==> config.mk <==
export PLATFORM = sky130hd
export DESIGN_NAME = z80_lite_core
export DESIGN_NICKNAME = d
export VERILOG_FILES = /design/src/hw/z80_pkg.sv /design/src/hw/insn_fetch.sv /design/src/hw/insn_decode.sv /design/src/hw/alu8.sv /design/src/hw/reg_file.sv /design/src/hw/z80_lite_core.sv
export SDC_FILE = /design/constraint.sdc
export NUM_CORES = 1
export LEC_CHECK = 0
export ABC_AREA = 1
export BUFFER_PORTS_ARGS = -buffer_cell sky130_fd_sc_hd__buf_2
export CAP_MARGIN = 25
export CORE_MARGIN = 4
export CORE_UTILIZATION = 65
export CTS_CLUSTER_DIAMETER = 120
export DETAILED_ROUTE_END_ITERATION = 16
export PLACE_DENSITY = 0.94
export SLEW_MARGIN = 40
export SYNTH_ARGS = -nofsm -noshare
export SYNTH_HDL_FRONTEND = slang
export SYNTH_SLANG_ARGS = --single-unit
==> constraint.sdc <==
create_clock -name clk -period 8.69 [get_ports clk]
set_input_delay 0.4345 -clock clk [delete_from_list [all_inputs] [get_ports clk]]
set_output_delay 0.4345 -clock clk [all_outputs]
set_load 0.01 [all_outputs]
==> src/hw/z80_pkg.sv <==
// shared widths and encodings for the z80 lite core
// F keeps only Z and C live, the other bits stay at their reset value
package z80_pkg;

	localparam int data_w = 8;
	localparam int addr_w = 16;
	localparam int insn_w = 32;

	// z80 r field order: b c d e h l (hl) a
	typedef logic [2:0] reg_idx_t;
	localparam reg_idx_t reg_m = 3'd6; // (hl) slot, no data bus here
	localparam reg_idx_t reg_a = 3'd7;

	localparam int flag_c = 0;
	localparam int flag_z = 6;

	typedef enum logic [3:0] {
		cls_nop,
		cls_ld_rr,
		cls_ld_rn,
		cls_alu_r,
		cls_alu_n,
		cls_incdec,
		cls_jp,
		cls_jp_cc,
		cls_jr,
		cls_out_na,
		cls_halt
	} insn_class_e;

	// add..cp follow the alu field op[5:3], offset by one
	typedef enum logic [3:0] {
		op_pass,
		op_add,
		op_adc,
		op_sub,
		op_sbc,
		op_and,
		op_xor,
		op_or,
		op_cp,
		op_inc,
		op_dec
	} alu_op_e;

endpackage

==> src/hw/insn_fetch.sv <==
`timescale 1ns/1ps
// pc is the address for the next cycle, insn must carry the bytes at
// that address from the following rising edge on (registered memory)
// the first cycle after reset feeds a nop and keeps pc
module insn_fetch #(
	parameter logic [z80_pkg::addr_w-1:0] RESET_PC = '0
) (
	input  logic clk,
	input  logic reset,
	input  logic [z80_pkg::insn_w-1:0] insn,
	input  logic [1:0] len,
	input  logic take_branch,
	input  logic [z80_pkg::addr_w-1:0] branch_target,
	input  logic hold,
	output logic [z80_pkg::addr_w-1:0] pc,
	output logic [23:0] op_bytes
);

	logic [z80_pkg::addr_w-1:0] pc_q; // address of the bytes now on insn
	logic [z80_pkg::addr_w-1:0] next_pc;
	logic [2*z80_pkg::insn_w-1:0] insn_x2;
	logic started;

	assign insn_x2 = {insn, insn};

	// rotate so the opcode lands in byte 0
	always_comb begin
		op_bytes = insn_x2[pc_q[1:0]*8 +: 24];
		if (!started)
			op_bytes = '0;
	end

	always_comb begin
		if (take_branch)
			next_pc = branch_target;
		else if (hold)
			next_pc = pc_q;
		else
			next_pc = pc_q + {{(z80_pkg::addr_w-2){1'b0}}, len};
	end

	assign pc = started ? next_pc : pc_q;

	always_ff @(posedge clk) begin
		if (reset) begin
			pc_q <= RESET_PC;
			started <= 1'b0;
		end else begin
			pc_q <= pc;
			started <= 1'b1;
		end
	end

endmodule

==> src/hw/insn_decode.sv <==
`timescale 1ns/1ps
// one-cycle decode of the supported subset
// prefixes and anything unrecognised decode as a 1-byte nop
// cc tests use the flags forwarded from the execute stage
module insn_decode (
	input  logic [23:0] op_bytes,
	input  logic [z80_pkg::addr_w-1:0] pc,
	input  logic [z80_pkg::data_w-1:0] flags_fwd,
	output z80_pkg::insn_class_e insn_class,
	output z80_pkg::alu_op_e alu_op,
	output z80_pkg::reg_idx_t dst,
	output z80_pkg::reg_idx_t src,
	output logic [z80_pkg::data_w-1:0] imm,
	output logic [1:0] len,
	output logic take_branch,
	output logic [z80_pkg::addr_w-1:0] branch_target,
	output logic hold
);

	logic [7:0] op;
	logic [7:0] n;
	logic [z80_pkg::addr_w-1:0] nn;
	logic cc_ok;

	assign op = op_bytes[7:0];
	assign n = op_bytes[15:8];
	assign nn = op_bytes[23:8];
	assign imm = n;

	// op[4:3]: nz z nc c
	assign cc_ok = (op[4] ? flags_fwd[z80_pkg::flag_c] : flags_fwd[z80_pkg::flag_z]) == op[3];

	always_comb begin
		insn_class = z80_pkg::cls_nop;
		alu_op = z80_pkg::op_pass;
		dst = op[5:3];
		src = op[2:0];
		len = 2'd1;
		if (op == 8'h76) begin
			insn_class = z80_pkg::cls_halt;
		end else if (op[7:6] == 2'b01 && op[5:3] != z80_pkg::reg_m
				&& op[2:0] != z80_pkg::reg_m) begin
			insn_class = z80_pkg::cls_ld_rr;
		end else if (op[7:6] == 2'b00 && op[2:0] == 3'b110 && op[5:3] != z80_pkg::reg_m) begin
			insn_class = z80_pkg::cls_ld_rn;
			len = 2'd2;
		end else if (op[7:6] == 2'b00 && op[2:1] == 2'b10 && op[5:3] != z80_pkg::reg_m) begin
			insn_class = z80_pkg::cls_incdec;
			alu_op = op[0] ? z80_pkg::op_dec : z80_pkg::op_inc;
		end else if (op[7:6] == 2'b10 && op[2:0] != z80_pkg::reg_m) begin
			insn_class = z80_pkg::cls_alu_r;
			alu_op = z80_pkg::alu_op_e'({1'b0, op[5:3]} + 4'd1);
			dst = z80_pkg::reg_a;
		end else if (op[7:6] == 2'b11 && op[2:0] == 3'b110) begin
			insn_class = z80_pkg::cls_alu_n;
			alu_op = z80_pkg::alu_op_e'({1'b0, op[5:3]} + 4'd1);
			dst = z80_pkg::reg_a;
			len = 2'd2;
		end else if (op == 8'hc3) begin
			insn_class = z80_pkg::cls_jp;
			len = 2'd3;
		end else if (op[7:5] == 3'b110 && op[2:0] == 3'b010) begin
			insn_class = z80_pkg::cls_jp_cc;
			len = 2'd3;
		end else if (op == 8'h18 || (op[7:5] == 3'b001 && op[2:0] == 3'b000)) begin
			insn_class = z80_pkg::cls_jr; // jr e and jr cc,e
			len = 2'd2;
		end else if (op == 8'hd3) begin
			insn_class = z80_pkg::cls_out_na;
			len = 2'd2;
		end
	end

	assign take_branch = insn_class == z80_pkg::cls_jp
		|| (insn_class == z80_pkg::cls_jp_cc && cc_ok)
		|| (insn_class == z80_pkg::cls_jr && (op == 8'h18 || cc_ok));

	// jr counts from the following instruction
	assign branch_target = insn_class == z80_pkg::cls_jr
		? pc + {{(z80_pkg::addr_w-2){1'b0}}, len} + {{(z80_pkg::addr_w-8){n[7]}}, n}
		: nn;

	assign hold = insn_class == z80_pkg::cls_halt;

endmodule

==> src/hw/alu8.sv <==
`timescale 1ns/1ps
// execute stage: operands are captured from the forwarded values at the
// end of decode, results go back to the register file one cycle later
// only Z and C are computed
module alu8 (
	input  logic clk,
	input  logic reset,
	input  z80_pkg::insn_class_e insn_class,
	input  z80_pkg::alu_op_e alu_op,
	input  z80_pkg::reg_idx_t dst,
	input  logic [z80_pkg::data_w-1:0] imm,
	input  logic [z80_pkg::data_w-1:0] a_fwd,
	input  logic [z80_pkg::data_w-1:0] src_fwd,
	input  logic [z80_pkg::data_w-1:0] dst_fwd,
	input  logic [z80_pkg::data_w-1:0] flags_fwd,
	output logic [z80_pkg::data_w-1:0] result,
	output logic [z80_pkg::data_w-1:0] flags_out,
	output logic wr_en,
	output z80_pkg::reg_idx_t wr_idx,
	output logic wr_flags,
	output logic out_strobe,
	output logic [z80_pkg::data_w-1:0] out_a,
	output logic [z80_pkg::data_w-1:0] out_n
);

	localparam int dw = z80_pkg::data_w;

	z80_pkg::insn_class_e ex_class;
	z80_pkg::alu_op_e ex_op;
	z80_pkg::reg_idx_t ex_dst;
	logic [dw-1:0] ex_a;
	logic [dw-1:0] ex_b;
	logic [dw-1:0] ex_f;
	logic [dw-1:0] b_sel;
	logic [dw:0] sum; // top bit is the new carry
	logic cin;

	always_comb begin
		case (insn_class)
			z80_pkg::cls_ld_rr, z80_pkg::cls_alu_r: b_sel = src_fwd;
			z80_pkg::cls_incdec: b_sel = dst_fwd;
			default: b_sel = imm;
		endcase
	end

	always_ff @(posedge clk) begin
		if (reset)
			ex_class <= z80_pkg::cls_nop;
		else
			ex_class <= insn_class;
	end

	always_ff @(posedge clk) begin
		ex_op <= alu_op;
		ex_dst <= dst;
		ex_a <= a_fwd;
		ex_b <= b_sel;
		ex_f <= flags_fwd;
	end

	assign cin = ex_f[z80_pkg::flag_c];

	// sub family leaves the borrow in the top bit
	always_comb begin
		case (ex_op)
			z80_pkg::op_add: sum = {1'b0, ex_a} + {1'b0, ex_b};
			z80_pkg::op_adc: sum = {1'b0, ex_a} + {1'b0, ex_b} + {{dw{1'b0}}, cin};
			z80_pkg::op_sub, z80_pkg::op_cp: sum = {1'b0, ex_a} - {1'b0, ex_b};
			z80_pkg::op_sbc: sum = {1'b0, ex_a} - {1'b0, ex_b} - {{dw{1'b0}}, cin};
			z80_pkg::op_and: sum = {1'b0, ex_a & ex_b};
			z80_pkg::op_xor: sum = {1'b0, ex_a ^ ex_b};
			z80_pkg::op_or: sum = {1'b0, ex_a | ex_b};
			z80_pkg::op_inc: sum = {cin, ex_b + 1'b1}; // C unchanged
			z80_pkg::op_dec: sum = {cin, ex_b - 1'b1};
			default: sum = {cin, ex_b};
		endcase
	end

	assign result = sum[dw-1:0];

	always_comb begin
		flags_out = ex_f;
		flags_out[z80_pkg::flag_c] = sum[dw];
		flags_out[z80_pkg::flag_z] = result == '0;
	end

	assign wr_en = ex_class == z80_pkg::cls_ld_rr || ex_class == z80_pkg::cls_ld_rn
		|| ex_class == z80_pkg::cls_incdec
		|| ((ex_class == z80_pkg::cls_alu_r || ex_class == z80_pkg::cls_alu_n)
			&& ex_op != z80_pkg::op_cp);
	assign wr_flags = ex_class == z80_pkg::cls_alu_r || ex_class == z80_pkg::cls_alu_n
		|| ex_class == z80_pkg::cls_incdec;
	assign wr_idx = ex_dst;
	assign out_strobe = ex_class == z80_pkg::cls_out_na;
	assign out_a = ex_a;
	assign out_n = ex_b; // port number rides in the b operand

	assert property (@(posedge clk) disable iff (reset) !(wr_en && out_strobe));

endmodule

==> src/hw/reg_file.sv <==
`timescale 1ns/1ps
// A F B C D E H L, written at the end of execute
// reads bypass the value being written this cycle
// slot 6 exists only to keep the z80 index map, it is never written
module reg_file (
	input  logic clk,
	input  logic reset,
	input  logic wr_en,
	input  z80_pkg::reg_idx_t wr_idx,
	input  logic [z80_pkg::data_w-1:0] wr_data,
	input  logic wr_flags,
	input  logic [z80_pkg::data_w-1:0] flags_in,
	input  z80_pkg::reg_idx_t src,
	input  z80_pkg::reg_idx_t dst,
	output logic [z80_pkg::data_w-1:0] a_fwd,
	output logic [z80_pkg::data_w-1:0] src_fwd,
	output logic [z80_pkg::data_w-1:0] dst_fwd,
	output logic [z80_pkg::data_w-1:0] flags_fwd
);

	logic [z80_pkg::data_w-1:0] regs [8];
	logic [z80_pkg::data_w-1:0] f;

	always_ff @(posedge clk) begin
		if (reset) begin
			for (int i = 0; i < 8; i++)
				regs[i] <= '0;
			regs[z80_pkg::reg_a] <= '1;
			f <= '1;
		end else begin
			if (wr_en)
				regs[wr_idx] <= wr_data;
			if (wr_flags)
				f <= flags_in;
		end
	end

	always_comb begin
		a_fwd = regs[z80_pkg::reg_a];
		src_fwd = regs[src];
		dst_fwd = regs[dst];
		if (wr_en && wr_idx == z80_pkg::reg_a)
			a_fwd = wr_data;
		if (wr_en && wr_idx == src)
			src_fwd = wr_data;
		if (wr_en && wr_idx == dst)
			dst_fwd = wr_data;
		flags_fwd = wr_flags ? flags_in : f;
	end

	// decode never lets an (hl) form reach write-back
	assert property (@(posedge clk) disable iff (reset) wr_en |-> wr_idx != z80_pkg::reg_m);

endmodule

==> src/hw/z80_lite_core.sv <==
`timescale 1ns/1ps
// two-stage z80 subset core: decode, then execute with write-back
// insn must return the bytes at pc registered on the rising edge
// io_wr is a single-cycle strobe with no back-pressure
module z80_lite_core #(
	parameter logic [z80_pkg::addr_w-1:0] RESET_PC = '0
) (
	input  logic clk,
	input  logic reset,
	input  logic [z80_pkg::insn_w-1:0] insn,
	output logic [z80_pkg::addr_w-1:0] pc,
	output logic io_wr,
	output logic [z80_pkg::addr_w-1:0] io_adr,
	output logic [z80_pkg::data_w-1:0] io_data,
	output logic halted
);

	logic [z80_pkg::addr_w-1:0] cur_pc; // address of the instruction in decode
	logic [23:0] op_bytes;
	z80_pkg::insn_class_e insn_class;
	z80_pkg::alu_op_e alu_op;
	z80_pkg::reg_idx_t dst;
	z80_pkg::reg_idx_t src;
	z80_pkg::reg_idx_t wr_idx;
	logic [z80_pkg::data_w-1:0] imm;
	logic [1:0] len;
	logic take_branch;
	logic hold;
	logic [z80_pkg::addr_w-1:0] branch_target;
	logic [z80_pkg::data_w-1:0] a_fwd;
	logic [z80_pkg::data_w-1:0] src_fwd;
	logic [z80_pkg::data_w-1:0] dst_fwd;
	logic [z80_pkg::data_w-1:0] flags_fwd;
	logic [z80_pkg::data_w-1:0] result;
	logic [z80_pkg::data_w-1:0] flags_out;
	logic [z80_pkg::data_w-1:0] out_a;
	logic [z80_pkg::data_w-1:0] out_n;
	logic wr_en;
	logic wr_flags;
	logic out_strobe;

	insn_fetch #(.RESET_PC(RESET_PC)) u_fetch (
		.clk(clk), .reset(reset), .insn(insn), .len(len),
		.take_branch(take_branch), .branch_target(branch_target), .hold(hold),
		.pc(pc), .op_bytes(op_bytes)
	);

	always_ff @(posedge clk) begin
		if (reset)
			cur_pc <= RESET_PC;
		else
			cur_pc <= pc;
	end

	insn_decode u_decode (
		.op_bytes(op_bytes), .pc(cur_pc), .flags_fwd(flags_fwd),
		.insn_class(insn_class), .alu_op(alu_op), .dst(dst), .src(src), .imm(imm),
		.len(len), .take_branch(take_branch), .branch_target(branch_target), .hold(hold)
	);

	reg_file u_regs (
		.clk(clk), .reset(reset), .wr_en(wr_en), .wr_idx(wr_idx), .wr_data(result),
		.wr_flags(wr_flags), .flags_in(flags_out), .src(src), .dst(dst),
		.a_fwd(a_fwd), .src_fwd(src_fwd), .dst_fwd(dst_fwd), .flags_fwd(flags_fwd)
	);

	alu8 u_alu (
		.clk(clk), .reset(reset), .insn_class(insn_class), .alu_op(alu_op), .dst(dst),
		.imm(imm), .a_fwd(a_fwd), .src_fwd(src_fwd), .dst_fwd(dst_fwd),
		.flags_fwd(flags_fwd), .result(result), .flags_out(flags_out), .wr_en(wr_en),
		.wr_idx(wr_idx), .wr_flags(wr_flags), .out_strobe(out_strobe),
		.out_a(out_a), .out_n(out_n)
	);

	assign io_wr = out_strobe;
	assign io_adr = {out_a, out_n}; // A on the upper address byte
	assign io_data = out_a;

	always_ff @(posedge clk) begin
		if (reset)
			halted <= 1'b0;
		else if (insn_class == z80_pkg::cls_halt)
			halted <= 1'b1;
	end

	// once stopped, the fetch address is frozen and the port stays quiet
	assert property (@(posedge clk) disable iff (reset) halted |=> $stable(pc) && !io_wr);

endmodule

==> results by group <==
Routing
  – Via density: slightly below 6
  – Wirelength per Cell: 17.44 um
  – DR pass1 iterations: 7
  – DR iter-0 viols: between 1000 and 1500
  – DR vias: between 10000 and 15000
  – Total wire length: 32.06 mm
  – Antenna Nets Post-Route: 0
  – DRC violations left: 0

Clock tree
  – CTS tree: built
  – Clock-pin slew of the registers on the worst-case setup and hold paths: 0.08 ns
  – Post-CTS Hold Fix Bufs: 0
  – Maximum clock insertion buffer count: 2
  – Setup Fix Bufs, Post-CTS: 0
  – Sink Count: 112
  – CTS resizes: 0
  – Root Driver: clkbuf_16
  – CTS Buf Count: 9
  – Clk Latency, worst-skew pair: roughly 0.37 ns
  – # H-tree levels: 3

STA
  – Fin. Hold Viols: 0
  – Fmax: 139.7 MHz
  – Worst Max-Slew Pin Slew: ~0.74 ns
  – Period utilisation layout: between 80 and 90%
  – Max Slew Vio Count: 0
  – Final setup skew: roughly 0.011 ns
  – Setup TNS: 0 ns
  – Final setup viols: 0
  – Max-slew headroom: 50.54%
  – Unrepaired setup endpoints after global routing: no
  – Crit path time final: 7.156 ns

Yosys
  – Share of flip-flops with an asynchronous set or reset: 0%
  – YS warnings: 0
  – Synth Register Bits: 112
  – Post-synthesis area per instance: slightly below 7 um^2
  – Unique cell type count in the Yosys netlist: 63
  – Syn nets: around 1700
  – Register area share after synthesis: 26.98%
  – Area of the mapped netlist: around 11000 um^2
  – Mapped Cells: 1589
  – EDFF count, synth: 64
  – Top FF cell, synth: edfxtp_1

Global routing
  – All-Layer GR Usage: 34.88%
  – Largest net degree at the start of global routing: 64
  – Vias in the first global route: approximately 10000
  – Initial antenna violation count: 0
  – Grt ovf: 0
  – Global-route wire length before repair: 51.09 mm

Hold path
  – Hold Crit Start: u_regs.regs[7][1]
  – Hold WC Path Type: reg2reg
  – Hold Path End: u_alu.out_a[1]
  – Hold path depth: 2

Critical path
  – RR Startpoint: u_fetch.started
  – Reg-to-Reg End: u_fetch.pc_q[15]
  – R2r setup slk: ~2.3 ns
  – Most common cell on crit path: nand2_1
  – Critical path type: reg2out
  – CP endpoint kind: output port
  – Critical Path Slowest Stage Cell: nor3_4
  – CP startpoint kind: register
  – R2R depth: 30
  – Critical Path AT: around 6.7 ns
  – Crit-path max cell delay: 0.69 ns
  – Worst Path Required: between 8 and 9 ns
  – Crit-path max FO: 31

Placement
  – Port bufs: 75
  – Placer Congestion: approximately 1.1
  – Post-DP HPWL: ~24 mm

Floorplan
  – # rows: between 40 and 50
  – Die area: ~19000 um^2
  – Chip height: around 140 um
  – I/O Pins: 76
  – Starting Density: 66.79%
  – Core ar.: 16000 um^2
  – Die W: 136.2 um

Run
  – Max_cap viols: 0

Layout
  – Layout Nets: approximately 1700
  – Layout area overhead: 5.901%
  – Fillers: ~1400
  – Layout cells sized above 1: a little over an eighth
  – Most common cell after layout, fill and taps aside: nand2_1
  – Diodes inserted: 0
  – Layout Utilization: between 70 and 80%
  – Most frequent cells in the layout: nand2_1 (384), inv_1 (201), nor2_1 (169), nand3_1 (134), o21ai_0 (119)

Power and ir drop
  – Peak VDD IR: about 0.00016 V
  – LEAKAGE: 5.605 nW
  – Power Dens Cells: 259.4 nW/um^2

Status
  – Outcome: finished, final reports clean
## synthesized netlist by cell type, drive strengths merged (2+ instances only)
cell type    n  area, um^2
a21oi       96       525.5
nand3b       4       30.03
nand4       19       118.9
dfxtp       48       960.9
mux2i        3       33.78
nand2      395        1533
xor2        23       201.4
nor3        19       155.2
o211ai      22       200.2
fa           5       100.1
a2111oi      2       17.52
o21ai      135       694.4
xnor2        7       61.31
nand3      161       940.9
o22ai       11       68.82
a31oi        3       18.77
ha          55       688.2
o21a         2       15.01
clkinv       3       12.51
o2111ai      2       17.52
o31ai        5       37.54
clkbuf      29       158.9
or2          8       50.05
buf         34       241.5
o221ai       5       43.79
nor2       182       759.5
inv        222       840.8
a21o         3       22.52
edfxtp      64        1922
o21bai       8       82.58
a211oi       6       50.05
## where the power goes
group          leakage, nW  internal [mW]  total [mW]  switching (mW)
Sequential            1.03          0.625       0.720          0.0950
Clock                0.149          0.209       0.442           0.233
Combinational         4.43          0.530        1.77            1.24
Total                 5.60           1.36        2.94            1.57
## cell families (layout without fill, tap and decap cells)
family	Yosys count	in the layout	share of synthesized area, %
compound gates	304	304	17.30
flops	112	112	26.98
buf+inv	289	322	11.83
mux	3	3	0.3161
fa+ha+maj	60	60	7.376
xor+xnor	30	30	2.459
simple gates	791	791	33.74
## per-stage QoR
stage | instances | instance area (um^2) | hold slack (ns) | setup WS (ns) | total power, mW
final | 1838 | 11320 | 0.4863 | 1.534 | 2.936
after floorplan | 1589 | 10690 | 0.4466 | 3.461 | 1.974
after CTS | 1837 | 11300 | 0.4931 | 1.288 | 2.875
after global placement | 1819 | 10950 | 0.4481 | 1.893 | 2.386
after detailed placement | 1821 | 10980 | 0.4737 | 1.697 | 2.435
after global routing | 1838 | 11320 | 0.5306 | 0.8240 | 3.149
## state kept, by name, summed over array words and instances (netlist names)
name / flops
u_regs.regs: 64
u_fetch.pc_q: 16
u_alu.out_a: 8
u_alu.out_n: 8
u_alu.ex_class: 4
u_alu.ex_op: 4
u_alu.wr_idx: 3
u_regs.f: 2
halted: 1
u_alu.ex_f: 1
u_fetch.started: 1
## area by class of cell
type / count / area (um^2) / area share, %
Multi-Input combinational cell: 1188 / 6555 / 57.92
Sequential cell: 112 / 2887 / 25.51
Inverter: 225 / 853.3 / 7.540
Timing Repair Buffer: 81 / 439.2 / 3.881
Tap cell: 216 / 270.3 / 2.388
Clock buffer: 9 / 225.2 / 1.990
Clock inverter: 7 / 87.58 / 0.7739
## metal layers
layer | up-vias | GRT usage (%) | wire length (um)
li1 | 5289 | - | -
met1 | 4946 | 45.04 | 13080
met2 | 559 | 57.79 | 15130
met3 | 95 | 5.514 | 2556
met4 | 0 | 15.45 | 1291
met5 | - | 0 | 0
## critical path, delay by kind of cell (launching register included)
kind | cells | cell delay [ns]
flip-flops | 1 | 0.31
buffers and inverters | 6 | 1.11
XOR/XNOR | 1 | 0.18
adder cells (fa/ha/maj) | 2 | 0.50
AO/OA/AOI/OAI | 4 | 0.93
AND/OR/NAND/NOR | 18 | 3.30
## how the worst max path moves through the flow
| stage | from | end | depth (start not counted) |
|---|---|---|---|
| finish | u_fetch.started | pc[15] | 31 |
| global route | u_fetch.started | pc[15] | 31 |
| CTS | u_fetch.pc_q[0] | pc[15] | 31 |
| detailed placement | u_fetch.pc_q[0] | pc[15] | 31 |
| global placement | u_fetch.pc_q[0] | pc[15] | 31 |
| floorplan | u_fetch.pc_q[0] | pc[15] | 38 |
No activity file was read; power rests on OpenSTA's default activity.
